==> src/include/hydra_cfg.svh <==
`ifndef HYDRA_CFG_SVH
`define HYDRA_CFG_SVH

// switch size, one bank per port
`define HYDRA_PORTS 4
`define HYDRA_WORD 16

// bank layout, each packet sits in one contiguous slot
`define HYDRA_SLOTS 4
`define HYDRA_SLOT_WORDS 16

// egress queues
`define HYDRA_PRIORS 4
// deep enough for every slot in the switch
`define HYDRA_QDEPTH 16

`endif

==> src/hw/hydra_pkg.sv <==
`include "hydra_cfg.svh"

package hydra_pkg;

    // header word layout is dest [1:0], prio [3:2], tag [15:4]
    typedef logic [`HYDRA_WORD-1:0] word_t;

    typedef logic [$clog2(`HYDRA_PORTS)-1:0] port_idx_t;
    typedef logic [$clog2(`HYDRA_SLOTS)-1:0] slot_idx_t;
    typedef logic [$clog2(`HYDRA_SLOT_WORDS)-1:0] offset_t;
    // length runs 1..SLOT_WORDS, one bit wider than an offset
    typedef logic [$clog2(`HYDRA_SLOT_WORDS):0] len_t;
    typedef logic [$clog2(`HYDRA_PRIORS)-1:0] prio_t;
    typedef logic [$clog2(`HYDRA_QDEPTH):0] qptr_t;

    typedef struct packed {
        port_idx_t bank;
        slot_idx_t slot;
        len_t      len;
        prio_t     prio;
    } desc_t;

    typedef enum logic {i_idle, i_recv} ingress_state_e;

    typedef enum logic [1:0] {e_idle, e_wait_grant, e_stream} egress_state_e;

endpackage

==> src/hw/ingress_port.sv <==
module ingress_port #(
    parameter hydra_pkg::port_idx_t BANK_ID = '0
) (
    input  logic                 clk,
    input  logic                 rst_n,
    input  logic                 wr_sop,
    input  logic                 wr_vld,
    input  logic                 wr_eop,
    input  hydra_pkg::word_t     wr_data,
    input  logic                 slot_free,
    input  hydra_pkg::slot_idx_t alloc_slot,
    output logic                 pause,
    output logic                 alloc,
    output logic                 wr_en,
    output hydra_pkg::slot_idx_t wr_slot,
    output hydra_pkg::offset_t   wr_offset,
    output hydra_pkg::word_t     wr_word,
    output logic                 join_req,
    output hydra_pkg::desc_t     join_desc,
    output hydra_pkg::port_idx_t join_dest,
    input  logic                 join_grant
);

    hydra_pkg::ingress_state_e state;
    hydra_pkg::slot_idx_t      cur_slot;
    hydra_pkg::offset_t        count;
    hydra_pkg::port_idx_t      cur_dest;
    hydra_pkg::prio_t          cur_prio;

    logic                      start;
    hydra_pkg::slot_idx_t      pkt_slot;
    hydra_pkg::port_idx_t      pkt_dest;
    hydra_pkg::prio_t          pkt_prio;

    // a packet only opens from idle
    assign start = (state == hydra_pkg::i_idle) && wr_sop && wr_vld;
    assign alloc = start;

    // header word goes straight into offset 0 of the fresh slot
    always_comb begin
        if (state == hydra_pkg::i_idle) begin
            pkt_slot  = alloc_slot;
            pkt_dest  = wr_data[1:0];
            pkt_prio  = wr_data[3:2];
            wr_offset = '0;
        end else begin
            pkt_slot  = cur_slot;
            pkt_dest  = cur_dest;
            pkt_prio  = cur_prio;
            wr_offset = count;
        end
    end

    assign wr_en   = wr_vld && (start || state == hydra_pkg::i_recv);
    assign wr_slot = pkt_slot;
    assign wr_word = wr_data;

    always_ff @(posedge clk) begin
        if (!rst_n) begin
            state    <= hydra_pkg::i_idle;
            pause    <= 1'b0;
            join_req <= 1'b0;
        end else begin
            pause <= !slot_free;
            if (start && !wr_eop) begin
                state <= hydra_pkg::i_recv;
            end else if (state == hydra_pkg::i_recv && wr_vld && wr_eop) begin
                state <= hydra_pkg::i_idle;
            end
            // held until the arbiter takes it
            if (wr_en && wr_eop) begin
                join_req <= 1'b1;
            end else if (join_grant) begin
                join_req <= 1'b0;
            end
        end
    end

    always_ff @(posedge clk) begin
        if (start) begin
            cur_slot <= alloc_slot;
            cur_dest <= wr_data[1:0];
            cur_prio <= wr_data[3:2];
        end
        if (wr_en) begin
            count <= wr_offset + 1'b1;
        end
        if (wr_en && wr_eop) begin
            join_desc.bank <= BANK_ID;
            join_desc.slot <= pkt_slot;
            join_desc.len  <= hydra_pkg::len_t'(wr_offset) + 1'b1;
            join_desc.prio <= pkt_prio;
            join_dest      <= pkt_dest;
        end
    end

    // source has to see pause low before opening a packet
    assert property (@(posedge clk) disable iff (!rst_n) wr_sop && wr_vld |-> !pause)
        else $error("ingress_port %0d: wr_sop while pause high", BANK_ID);

endmodule

==> config.mk <==
export PLATFORM = sky130hd
export DESIGN_NAME = ingress_port
export DESIGN_NICKNAME = d
export VERILOG_FILES = /design/src/hw/hydra_pkg.sv /design/src/hw/ingress_port.sv
export VERILOG_INCLUDE_DIRS = /design/src /design/src/include
export SDC_FILE = /design/constraint.sdc
export NUM_CORES = 1
export LEC_CHECK = 0
export ABC_AREA = 1
export ABC_CLOCK_PERIOD_IN_PS = 2000
export BUFFER_PORTS_ARGS = -buffer_cell sky130_fd_sc_hd__buf_2
export CAP_MARGIN = 10
export CORE_ASPECT_RATIO = 1.5
export CORE_MARGIN = 10
export CORE_UTILIZATION = 40
export CTS_BUF_LIST = sky130_fd_sc_hd__clkbuf_16
export CTS_CLUSTER_SIZE = 12
export DETAILED_ROUTE_END_ITERATION = 8
export GPL_TIMING_DRIVEN = 0
export PLACE_DENSITY = 0.77
export SLEW_MARGIN = 0
export SYNTH_ARGS = -nofsm -noshare
export SYNTH_HDL_FRONTEND = slang
export SYNTH_SLANG_ARGS = --single-unit
==> constraint.sdc <==
create_clock -name clk -period 2 [get_ports clk]
set_clock_uncertainty 0.2 [all_clocks]
set_input_delay 0.4 -clock clk [delete_from_list [all_inputs] [get_ports clk]]
set_output_delay 0.4 -clock clk [all_outputs]
set_load 0.01 [all_outputs]
Yosys cells after proc, flatten, opt, wreduce, memory -nomap -nowiden
Cells that the tools add are included.

$add $sub $neg: 2. Multipliers: 0. Divide/modulo/power cells: 0. $lt $le $gt $ge: 0. Equal/unequal tests: 0. Shift operators: 0. Muxes and demuxes: 8. Bitwise gates (word level): 1. Reduce and logical (&&, ||, !) cells: 12.

Operators by type and width (count): 1-bit logical AND (7); 2-bit two-way mux (3); 4-bit by 1-bit adder with 5-bit output (second input constant) (1); 4-bit by 1-bit adder with 4-bit output (second input constant) (1); 1-bit two-way mux (4); 4-bit two-way mux (1); 2-bit nonzero test (2); 1-bit zero test (2); 1-bit logical OR (1); 1-bit NOT (1).

Register bits: 24. Latch bits: 0. Memory bits (writable): 0. ROM bits: 0. Bits of input ports: 25. Output and inout port bits: 39. Logic and storage cells: 34. Memories: 0.

Depth between registers and ports, before layout
Gate-level depths: netlist of the first run.

Depth after elaboration: 7. Mapped depth: 6. Mapped depth without buffers: 5.

Worst setup path after synthesis of the first run
No wires, ideal clock.

Path kind: flip-flop to output port. Start: register state. End: output port alloc. Data arrival time: 1.188 ns. Data required time: 1.400 ns. Slack: 0.212 ns. Cell stages (with the launch flop): 3. Path buffers: 1. Path through: dfxtp_1 -> buf_6 -> nor3_1.

Word-level cells in the longest chain between the ends: 3.

RTL lines: start, declared (RTL line ingress_port.sv:24) `hydra_pkg::ingress_state_e state;`; start signal, assigned (RTL line ingress_port.sv:60) `state <= hydra_pkg::i_idle;`; start signal, assigned (RTL line ingress_port.sv:66) `state <= hydra_pkg::i_recv;`; start signal, assigned (RTL line ingress_port.sv:68) `state <= hydra_pkg::i_idle;`; 1-bit NOT; 1-bit logical AND (2 in a row) (RTL line ingress_port.sv:36) `assign start = (state == hydra_pkg::i_idle) && wr_sop && wr_vld;`; end, declared (RTL line ingress_port.sv:13) `output logic alloc,`.

Every way passes these cells.

Worst setup path in the final report of the first run
Start: register state. End: output port wr_en.

Word-level cells in the longest chain between the ends: 5.

RTL lines: 1-bit NOT; 1-bit logical AND (2 in a row) (RTL line ingress_port.sv:36); 1-bit logical OR * (RTL line ingress_port.sv:54) `assign wr_en = wr_vld && (start || state == hydra_pkg::i_recv);`; 1-bit logical AND * (RTL line ingress_port.sv:54); end, declared (RTL line ingress_port.sv:14) `output logic wr_en,`.

Mark *: on every way between the ends. The rest lies on a longest branch, timed or not.

==> metrics.md, run 1 <==
| Metric | Value |
|---|---|
| Status | `completed` |
| Dpl cells | `183` |
| Worst setup SP type | `flop` |
| Post-CTS Hold Buffers | `0` |
| Die W | `62.4 microns` |
| RSZ-0062 raised after global routing | `false` |
| RePlAce Congestion | `0.650` |
| Peak supply drop | `0.462 mV` |
| Initial Utilization | `0.411` |
| Kind of critical path | `reg2out` |
| Async S/R FF share, synth | `0` |
| Drt drc | `0` |
| Final ANT Viol Nets | `0` |
| Clock buffer count from CTS | `3` |
| IO Port Bufs | `49` |
| Initial antenna violation count | `0` |
| Leak pwr | `0.741 nW` |
| Core Box Area | `2620 sq um` |
| Floorplan row count | `23` |
| Synth area leaders | `edfxtp_1 (59%), buf_4 (13%), nand2_1 (9.1%)` |
| DR iter-0 viols | `14` |
| NetSw | `0.236 mW` |
| Sw Share | `0.207` |
| Via density | `4.21` |
| Mapped Area | `1080 sq um` |
| Share of power burned in registers | `0.505` |
| Worst Setup Slack, final | `0.112 ns` |
| Share of cells above drive strength 1 | `0.533` |
| Part of the cycle the worst path needs | `0.944` |
| Clk pwr share | `0.365` |
| Worst hold path class | `in2reg` |
| WP data required | `1.40 ns` |
| Maxcap violations | `0` |
| Final Setup Violations | `0` |
| Die ar. | `5210 sq um` |
| Fin. max-slew vios | `0` |
| Synth-to-layout area growth | `36.0%` |
| Fmax | `530 MHz` |
| Worst skew pair latency | `0.25 ns` |
| Nets | `177` |
| Total Routing Usage GR | `0.0966` |
| Yosys top cell area share | `0.585` |
| Vias | `788` |
| Post-synth top area cell | `edfxtp_1` |
| Sequential area share after synthesis | `0.641` |
| Ant diodes | `0` |
| Num ports | `64` |
| Synthesis-stage register bit count | `24` |
| Total grt overflow | `0` |
| CTS root buf | `clkbuf_16` |
| Hpwl dp | `2.11 mm` |
| TritonRoute pass-1 iters | `4` |
| Number of global-route vias before repair | `873` |
| Clock tree buffer depth | `2` |
| Syn avg cell area | `11.2 sq um` |
| Post-synth EDFFs | `21` |
| Count leader, synth | `nand2_1` |
| Post-synthesis cell type count | `16` |
| Post-route insts no fill | `187` |
| DP Worst Slack | `-0.184 ns` |
| First-pass GRT wire length | `4.15 mm` |
| Combinational share of power | `0.130` |
| Tmin final | `1.89 ns` |
| Clk sinks | `24` |
| Final Hold Vio Count | `0` |
| P_int | `0.903 mW` |
| Pwr Density | `778 nW/um^2` |
| Largest net degree at the start of global routing | `14` |
| Layout Utilization | `0.559` |
| H-tree levels | `1` |
| Post-synth top flop | `edfxtp_1` |
| Cells after synthesis | `96` |
| Synthesis Warnings | `0` |
| Crit-path max FO | `10` |
| Post-Route WL | `2.47 mm` |
| Worst EP arrival | `1.29 ns` |
| Commonest cells post-synth | `nand2_1 (26), edfxtp_1 (21), buf_4 (18)` |
| Crit path capture type | `output pin` |
| Clock Pin Slew Worst Setup and Hold Paths | `0.06 ns` |
| TritonCTS clock tree | `done` |
| Die H | `83.6 microns` |
| DR WL/cell | `13.2 microns` |
path summary, 6_finish.rpt:
| check | to | slack (ns) | startpoint | cells past startpoint |
|---|---|---|---|---|
| max | wr_en | 0.11 | state | 4 |
| min | pause | 0.1 | slot_free | 2 |
| max reg2reg | count[2] | 0.41 | state | 6 |
| min reg2reg | join_req | 0.29 | join_req | 2 |
cells by family (layout without fill, tap and decap cells):
kind of cell	count (synthesis)	after routing	synth area share
compound gates	3	3	0.0209
fa+ha+maj	1	1	0.0116
buf+inv	31	84	0.178
simple gates	35	35	0.137
xor+xnor	1	1	0.00813
flops	24	24	0.641
other cells	1	2	0.00348
per-layer routing:
layer | routed length (microns) | vias up | global-route usage
met4 | 45 | 0 | 0.0388
met5 | 0 | - | 0
met1 | 901 | 350 | 0.0954
met2 | 1340 | 37 | 0.174
met3 | 180 | 4 | 0.0376
li1 | - | 397 | -
area by class of cell:
| class | instances | area (sq um) |
|---|---|---|
| Timing Repair Buffer | 49 | 245 |
| Sequential cell | 24 | 691 |
| Inverter | 12 | 45.0 |
| Tap cell | 37 | 46.3 |
| Clock inverter | 1 | 3.75 |
| Fill cell | 236 | 1150 |
| Multi-Input combinational cell | 42 | 213 |
| Buffer | 19 | 146 |
| Clock buffer | 3 | 75.1 |
placed cells by master, fill, tap and decap left out:
master     synthesis  routed
nand2_1           26      26
inv_2              1       1
ha_1               1       1
clkbuf_16          0       3
conb_1             1       2
buf_2              0      49
nand2_2            3       3
nor3_1             2       1
inv_1             11      11
buf_6              1       1
nor3_4             0       1
nor2_1             3       2
a21oi_2            2       2
dfxtp_1            3       3
clkinv_1           0       1
xor2_1             1       1
edfxtp_1          21      21
nor2_2             0       1
o21ai_1            1       1
buf_4             18      18
nor3_2             1       1
metrics by stage:
step | TNS [ns] | hold WS [ns] | power [mW] | area (sq um)
finish | 0 | 0.0996 | 1.14 | 1470
global route | 0 | 0.108 | 1.19 | 1470
CTS | 0 | 0.0996 | 1.15 | 1470
detailed placement | -0.184 | 0.281 | 0.733 | 1370
global placement | -0.0869 | 0.264 | 0.727 | 1370
floorplan | 0 | 0.272 | 0.671 | 1080
timing repair:
action	4_1_cts	5_1_grt
setup endpoints to repair	2	1
gates resized for setup	3	0
pin swaps	0	1
setup buffers	0	0
power by group through the flow:
stage / combinational, mW / clock, mW / sequential [mW]
2_1_floorplan: 0.0809 / 0 / 0.590
3_3_place_gp: 0.143 / 0 / 0.585
3_5_place_dp: 0.147 / 0 / 0.586
4_1_cts: 0.150 / 0.424 / 0.576
5_1_grt: 0.165 / 0.452 / 0.577
6_report: 0.148 / 0.416 / 0.575
state kept, by name, summed over array words and instances, names as in the netlist:
name,flops
join_dest,2
cur_dest,2
cur_prio,2
join_desc,9
state,1
count,4
join_req,1
cur_slot,2
pause,1
worst max-delay path, stage by stage (launching register included):
cell and delay (ns):
dfxtp_1 0.42, buf_6 0.18, a21oi_2 0.05, nor2_2 0.20, buf_2 0.19
No activity file was read; power rests on OpenSTA's default activity.
==> inputs of run 2 (changes only) <==
--- a/config.mk
+++ b/config.mk
@@ -6,7 +6,7 @@
 export SDC_FILE = /design/constraint.sdc
 export NUM_CORES = 1
 export LEC_CHECK = 0
-export ABC_AREA = 1
+export ABC_AREA = 0
 export ABC_CLOCK_PERIOD_IN_PS = 2000
 export BUFFER_PORTS_ARGS = -buffer_cell sky130_fd_sc_hd__buf_2
 export CAP_MARGIN = 10
@@ -16,6 +16,7 @@
 export CTS_BUF_LIST = sky130_fd_sc_hd__clkbuf_16
 export CTS_CLUSTER_SIZE = 12
 export DETAILED_ROUTE_END_ITERATION = 8
+export GPL_ROUTABILITY_DRIVEN = 1
 export GPL_TIMING_DRIVEN = 0
 export PLACE_DENSITY = 0.77
 export SLEW_MARGIN = 0
==> run 2 against run 1 <==
- design area is 0.68% lower
- synthesized area shrank 0.23%
- critical endpoint unchanged
- largest cell class unchanged
- core utilization is 0.38 points lower
- critical path depth unchanged
- sequential share of layout area rose by 0.41 points
- combinational power about the same
- sequential cell count unchanged
- via count fell by 12%
==> metrics.md, run 2 <==
| Metric | Value |
|---|---|
| Status | `completed` |
| Tmin final | `1.91 ns (+0.0199 ns)` |
| Peak supply drop | `0.511 mV (+11%)` |
| Postcts setup bufs | `0 (unchanged)` |
| Maxcap violations | `0 (unchanged)` |
| Synth-to-layout area growth | `35.4%` |
| Leak pwr | `0.698 nW (-5.8%)` |
| Total Routing Usage GR | `0.0922 (-0.00436)` |
| Total grt overflow | `0 (unchanged)` |
| Clk pwr share | `0.368 (+0.003)` |
| Worst EP arrival | `1.31 ns (+0.02 ns)` |
| CP startpoint | `state` |
| Met1 Use GR | `0.0843 (-0.0111)` |
| Synthesis Warnings | `0 (unchanged)` |
| Share of cells above drive strength 1 | `0.646 (+0.112)` |
| Top Usage Layer GRT | `met2` |
| Pwr Density | `786 nW/um^2 (+1.1%)` |
| Post-synth EDFFs | `21 (unchanged)` |
| Number of global-route vias before repair | `786 (-10%)` |
| Drt drc | `0 (unchanged)` |
| TritonRoute pass-1 iters | `2 (-2)` |
| FF-to-FF Start | `state` |
| Setup TNS | `0 ns (unchanged)` |
| WP data required | `1.40 ns (about the same)` |
| Synth area leaders | `edfxtp_1 (59%), buf_4 (13%), mux2_4 (8.4%)` |
| Min Hold Slack | `0.104 ns (+0.00430 ns)` |
| Post-route insts no fill | `164 (-12%)` |
| Met3 Usage GRT | `0.0524 (+0.0148)` |
| Clock Pin Slew Worst Setup and Hold Paths | `0.06 ns (about the same)` |
| Fin. max-slew vios | `0 (unchanged)` |
| IO Port Bufs | `49 (unchanged)` |
| Mapped Area | `1070 sq um (-0.23%)` |
| Post-Route WL | `2.32 mm (-5.9%)` |
| Final Hold Vio Count | `0 (unchanged)` |
| Total design power | `1.14 mW (+0.41%)` |
| NetSw | `0.231 mW (-2.5%)` |
| Worst skew pair latency | `0.25 ns (about the same)` |
| Vias | `696 (-12%)` |
| Worst Setup EP | `wr_en` |
| FF+latch area | `692 sq um (+0.18%)` |
| Area of the multi-input gates | `239 sq um (+12%)` |
| Post-DP Area | `1370 sq um (-0.18%)` |
| RSZ-0062 raised after global routing | `false` |
| Crit path max-delay family | `flip-flops` |
| Part of the cycle the worst path needs | `0.954 (+0.00997)` |
| Yosys top cell area share | `0.587 (+0.00136)` |
| Combinational share of power | `0.127 (-0.003)` |
| TritonCTS clock tree | `done` |
| Final ANT Viol Nets | `0 (unchanged)` |
| Kind of critical path | `reg2out` |
| Crit path cell chain | `buf_6 > nor2_1 > nor2b_2 > buf_2` |
| Post-synth top area cell | `edfxtp_1` |
| Via density | `4.24 (+0.71%)` |
| Post-route cell area | `1460 sq um (-0.68%)` |
| Die ar. | `5200 sq um (-0.17%)` |
| DP Worst Slack | `0.180 ns (+0.365 ns)` |
| Reg2Reg Depth | `5 (-1)` |
| Worst reg2reg path endpoint | `join_desc[4]` |
| Largest net degree at the start of global routing | `14 (unchanged)` |
| Flop2flop setup slack | `0.48 ns (+0.07 ns)` |
| Cells after synthesis | `73 (-24%)` |
| Syn avg cell area | `14.7 sq um (+31%)` |
| Die W | `62.3 microns (about the same)` |
| Biggest register | `join_desc` |
| Crit-path max FO | `10 (unchanged)` |
| Post-synthesis cell type count | `22 (+6)` |
| Worst hold path class | `in2reg` |
| CTS root buf | `clkbuf_16` |
| First-pass GRT wire length | `3.84 mm (-7.6%)` |
| H-tree levels | `1 (unchanged)` |
| Commonest non-fill, non-tap cell in the layout | `buf_2` |
| P_int | `0.913 mW (+1.2%)` |
| Initial antenna violation count | `0 (unchanged)` |
| Sw Share | `0.202 (-0.00592)` |
| Dpl cells | `160 (-13%)` |
| Share of power burned in registers | `0.504 (about the same)` |
| Commonest cells post-synth | `edfxtp_1 (21), buf_4 (18), mux2_4 (6)` |
| Fmax | `524 MHz (-1.0%)` |
| Crit path capture type | `output pin` |
| Layout Utilization | `0.556 (-0.00382)` |
| Commonest non-fill, non-tap cells in the layout | `buf_2 (49), edfxtp_1 (21), buf_4 (18), mux2_4 (6)` |
| Floorplan row count | `23 (unchanged)` |
| Count leader, synth | `edfxtp_1` |
| Worst Setup Slack, final | `0.0926 ns (-0.0199 ns)` |
| DR iter-0 viols | `5 (-9)` |
| Top Registers | `join_desc: 9 flops, count: 4 flops` |
| Post-synth top flop | `edfxtp_1` |
| Number of flip-flops in the largest register | `9 (unchanged)` |
| Slowest-stage cell, CP | `dfxtp_2` |
| Async S/R FF share, synth | `0 (unchanged)` |
| Clock buffer count from CTS | `3 (unchanged)` |
| Initial Utilization | `0.410 (-0.000955)` |
| Ant diodes | `0 (unchanged)` |
| RePlAce Congestion | `0.702 (+8.0%)` |
| Worst path max stage delay | `0.39 ns (-0.03 ns)` |
| DR WL/cell | `14.2 microns (+7.3%)` |
| Worst setup SP type | `flop` |
| Clock tree buffer depth | `2 (unchanged)` |
| CP bufs+invs | `2 (unchanged)` |
| Sequential area share after synthesis | `0.643 (+0.00149)` |
| Worst path depth | `4 (unchanged)` |
| Die H | `83.5 microns (about the same)` |
| Clk sinks | `24 (unchanged)` |
| Post-CTS Hold Buffers | `0 (unchanged)` |
| Met2 usage | `0.162 (-0.0122)` |
| Num ports | `64 (unchanged)` |
| Startpoint of the worst hold path | `slot_free` |
| Core Box Area | `2620 sq um (unchanged)` |
| Final Setup Violations | `0 (unchanged)` |
| Nets | `154 (-13%)` |
| Synthesis-stage register bit count | `24 (unchanged)` |
| # fillers | `227 (-3.8%)` |
run 2: final cells by class:
| class | count | area share |
|---|---|---|
| Buffer | 19 | 0.101 |
| Clock buffer | 3 | 0.0516 |
| Clock inverter | 1 | 0.00258 |
| Inverter | 2 | 0.00516 |
| Multi-Input combinational cell | 29 | 0.164 |
| Sequential cell | 24 | 0.475 |
| Tap cell | 37 | 0.0318 |
| Timing Repair Buffer | 49 | 0.169 |
run 2: metal layers:
metal	vias to the layer above	wire (microns)
met1	314	813
li1	342	-
met5	-	0
met3	2	231
met4	0	16
met2	38	1260
run 2: worst min-delay path by stage:
| stage | slack (ns) | cells after the start | end |
|---|---|---|---|
| 5_1_grt | 0.11 | 2 | pause |
| 2_1_floorplan | 0.27 | 1 | pause |
| 3_3_place_gp | 0.27 | 2 | join_req |
| 4_1_cts | 0.10 | 2 | pause |
| 3_5_place_dp | 0.29 | 2 | join_req |
| 6_report | 0.10 | 2 | pause |
run 2: power by group through the flow:
stage	logic (mW)	clock network [mW]	registers (mW)
after floorplan	0.0833	0	0.591
after global placement	0.143	0	0.586
after detailed placement	0.147	0	0.587
after CTS	0.149	0.432	0.577
after global routing	0.160	0.452	0.579
final	0.146	0.422	0.577
run 2: cells by family after synthesis:
kind of cell    share of synthesized area
flops                               0.643
mux                                0.0943
simple gates                       0.0780
buf+inv                             0.143
fa+ha+maj                          0.0116
compound gates                     0.0186
other cells                       0.00349
xor+xnor                          0.00815
run 2: timing repair:
| item | 4_1_cts | 5_1_grt |
|---|---|---|
| gates resized for setup | 2 | 1 |
| endpoints found under the hold margin | 0 | 0 |
| setup endpoints to repair | 2 | 3 |
==> inputs of run 3 (changes only) <==
--- a/config.mk
+++ b/config.mk
@@ -12,13 +12,12 @@
 export CAP_MARGIN = 10
 export CORE_ASPECT_RATIO = 1.5
 export CORE_MARGIN = 10
-export CORE_UTILIZATION = 40
+export CORE_UTILIZATION = 30
 export CTS_BUF_LIST = sky130_fd_sc_hd__clkbuf_16
 export CTS_CLUSTER_SIZE = 12
 export DETAILED_ROUTE_END_ITERATION = 8
 export GPL_ROUTABILITY_DRIVEN = 1
-export GPL_TIMING_DRIVEN = 0
-export PLACE_DENSITY = 0.77
+export PLACE_DENSITY = 0.61
 export SLEW_MARGIN = 0
 export SYNTH_ARGS = -nofsm -noshare
 export SYNTH_HDL_FRONTEND = slang
==> run 3 against run 2 <==
- global-route usage decreased by 2.6 points
- power shrank 3.9%
- setup slack lost 0.0066 ns
- sequential share of layout area increased by 6.8 points
- worst hold slack worse by 0.0065 ns
- die area up 23%
- final cell count down 14%
- via count fell by 17%
- largest cell class unchanged
- sequential power about the same
- non-clock buffer count shrank 28
- register-to-register slack lost 0.11 ns
- count of clock-buffer cells in the layout did not move
==> metrics.md, run 3 (synthesis results as in run 2) <==
| Metric | Value |
|---|---|
| Number of flip-flops in the largest register | `9 (unchanged)` |
| Biggest register | `join_desc` |
| Peak supply drop | `0.467 mV (-8.6%)` |
| Number of global-route vias before repair | `676 (-14%)` |
| Core Box Area | `3420 sq um (+30%)` |
| Setup TNS | `0 ns (unchanged)` |
| Floorplan row count | `26 (+13%)` |
| Post-route insts no fill | `141 (-14%)` |
| Clk sinks | `24 (unchanged)` |
| Initial antenna violation count | `0 (unchanged)` |
| Drt drc | `0 (unchanged)` |
| Top Registers | `join_desc: 9 flops, count: 4 flops` |
| Tmin final | `1.91 ns (+0.00658 ns)` |
| # fillers | `354 (+56%)` |
| Leak pwr | `0.571 nW (-18%)` |
| H-tree levels | `1 (unchanged)` |
| Clock buffer count from CTS | `3 (unchanged)` |
| Pwr Density | `865 nW/um^2 (+10%)` |
| Via density | `4.09 (-3.6%)` |
| TritonCTS clock tree | `done` |
| Fin. max-slew vios | `0 (unchanged)` |
| Commonest non-fill, non-tap cells in the layout | `buf_2 (37), edfxtp_1 (21), mux2_4 (6)` |
| Reg2Reg Depth | `2 (-3)` |
| TritonRoute pass-1 iters | `2 (unchanged)` |
| First-pass GRT wire length | `3.12 mm (-19%)` |
| Worst EP arrival | `1.31 ns (about the same)` |
| Crit-path max FO | `12 (+2)` |
| Post-CTS Hold Buffers | `0 (unchanged)` |
| Commonest non-fill, non-tap cell in the layout | `buf_2` |
| Worst reg2reg path endpoint | `join_desc[8]` |
| Status | `completed` |
| Postcts setup bufs | `0 (unchanged)` |
| Worst hold path class | `in2reg` |
| RePlAce Congestion | `0.712 (+1.4%)` |
| RSZ-0062 raised after global routing | `false` |
| Kind of critical path | `reg2out` |
| Die ar. | `6430 sq um (+23%)` |
| CTS root buf | `clkbuf_16` |
| Maxcap violations | `0 (unchanged)` |
| FF-to-FF Start | `state` |
| Worst skew pair latency | `0.25 ns (about the same)` |
| Final ANT Viol Nets | `0 (unchanged)` |
| Fmax | `522 MHz (-0.34%)` |
| Share of cells above drive strength 1 | `0.515 (-0.131)` |
| DR WL/cell | `14.7 microns (+3.8%)` |
| Final Hold Vio Count | `0 (unchanged)` |
| Ant diodes | `0 (unchanged)` |
| Flop2flop setup slack | `0.37 ns (-0.11 ns)` |
| Nets | `126 (-18%)` |
| Dpl cells | `137 (-14%)` |
| Hold Crit Depth | `2 (unchanged)` |
| DR iter-0 viols | `2 (-3)` |
| Vias | `577 (-17%)` |
| Clock tree buffer depth | `2 (unchanged)` |
| Synth-to-layout area growth | `18.3%` |
| Clock Pin Slew Worst Setup and Hold Paths | `0.06 ns (about the same)` |
| Crit path capture type | `output pin` |
| Startpoint of the worst hold path | `slot_free` |
| Endpoint, Worst Hold | `pause` |
| Die W | `68.9 microns (+11%)` |
| Post-Route WL | `2.07 mm (-11%)` |
| Hpwl dp | `1.78 mm` |
| Total grt overflow | `0 (unchanged)` |
| Die H | `93.3 microns (+12%)` |
| Post-CTS Resized | `0 (-2)` |
| Num ports | `64 (unchanged)` |
| Total Routing Usage GR | `0.0659 (-0.0263)` |
| Part of the cycle the worst path needs | `0.957 (+0.00329)` |
| Worst setup SP type | `flop` |
| IO Port Bufs | `37 (-24%)` |
| Final Setup Violations | `0 (unchanged)` |
| Initial Utilization | `0.315 (-0.0958)` |
| Largest net degree at the start of global routing | `14 (unchanged)` |
| WP data required | `1.40 ns (about the same)` |
run 3: cell types whose count changed in the layout (fill, tap and decap cells not counted):
| cell | previous run | this run |
|---|---|---|
| buf_4 | 18 | 3 |
| buf_2 | 49 | 37 |
| buf_6 | 1 | 0 |
| dfxtp_1 | 2 | 3 |
| dfxtp_2 | 1 | 0 |
| nor2_1 | 1 | 2 |
| nor2_2 | 1 | 0 |
| nor2b_1 | 2 | 3 |
| nor2b_2 | 1 | 0 |
run 3: worst max-delay path, cell delays in order (launching register included):
cell	delay, ns
dfxtp_1	0.57
mux2_4	0.34
buf_2	0.15
run 3: power breakdown:
part | internal, mW | switching (mW) | total [mW]
sequential | 0.569 | 0.00906 | 0.578
combinational | 0.0491 | 0.0506 | 0.0997
clock | 0.267 | 0.155 | 0.422
run 3: cell type report:
type                       instances  area (sq um)  share of cell area
sequential                        24           691               0.543
multi-input combinational         29           234               0.184
clock buffer                       3          75.1              0.0591
tap                               42          52.6              0.0413
inverter                           2          7.51             0.00591
clock inverter                     1          3.75             0.00295
timing repair buffer              40           208               0.163
run 3: metal layers:
| metal | GRT usage | wire length (microns) |
|---|---|---|
| met1 | 0.0558 | 672 |
| met2 | 0.112 | 1110 |
| met3 | 0.0251 | 210 |
| met4 | 0.0578 | 74 |
| met5 | 0 | 0 |
run 3: worst max-delay path by stage:
stage | from | endpoint | cells after the start
floorplan | state | wr_en | 3
global placement | state | wr_slot[1] | 2
detailed placement | state | join_desc[0] | 2
CTS | state | wr_slot[1] | 2
global route | state | wr_slot[0] | 2
finish | state | wr_slot[1] | 2
run 3: stage by stage:
stage / instance area [sq um] / util / power [mW] / setup WS (ns) / hold WS [ns]
floorplan: 1080 / - / 0.674 / 0.459 / 0.272
global placement: 1190 / 0.349 / 0.689 / 0.385 / 0.301
detailed placement: 1190 / 0.349 / 0.692 / 0.350 / 0.326
CTS: 1270 / 0.372 / 1.11 / 0.0750 / 0.100
global route: 1270 / 0.372 / 1.15 / 0.0239 / 0.103
finish: 1270 / 0.372 / 1.10 / 0.0860 / 0.0974
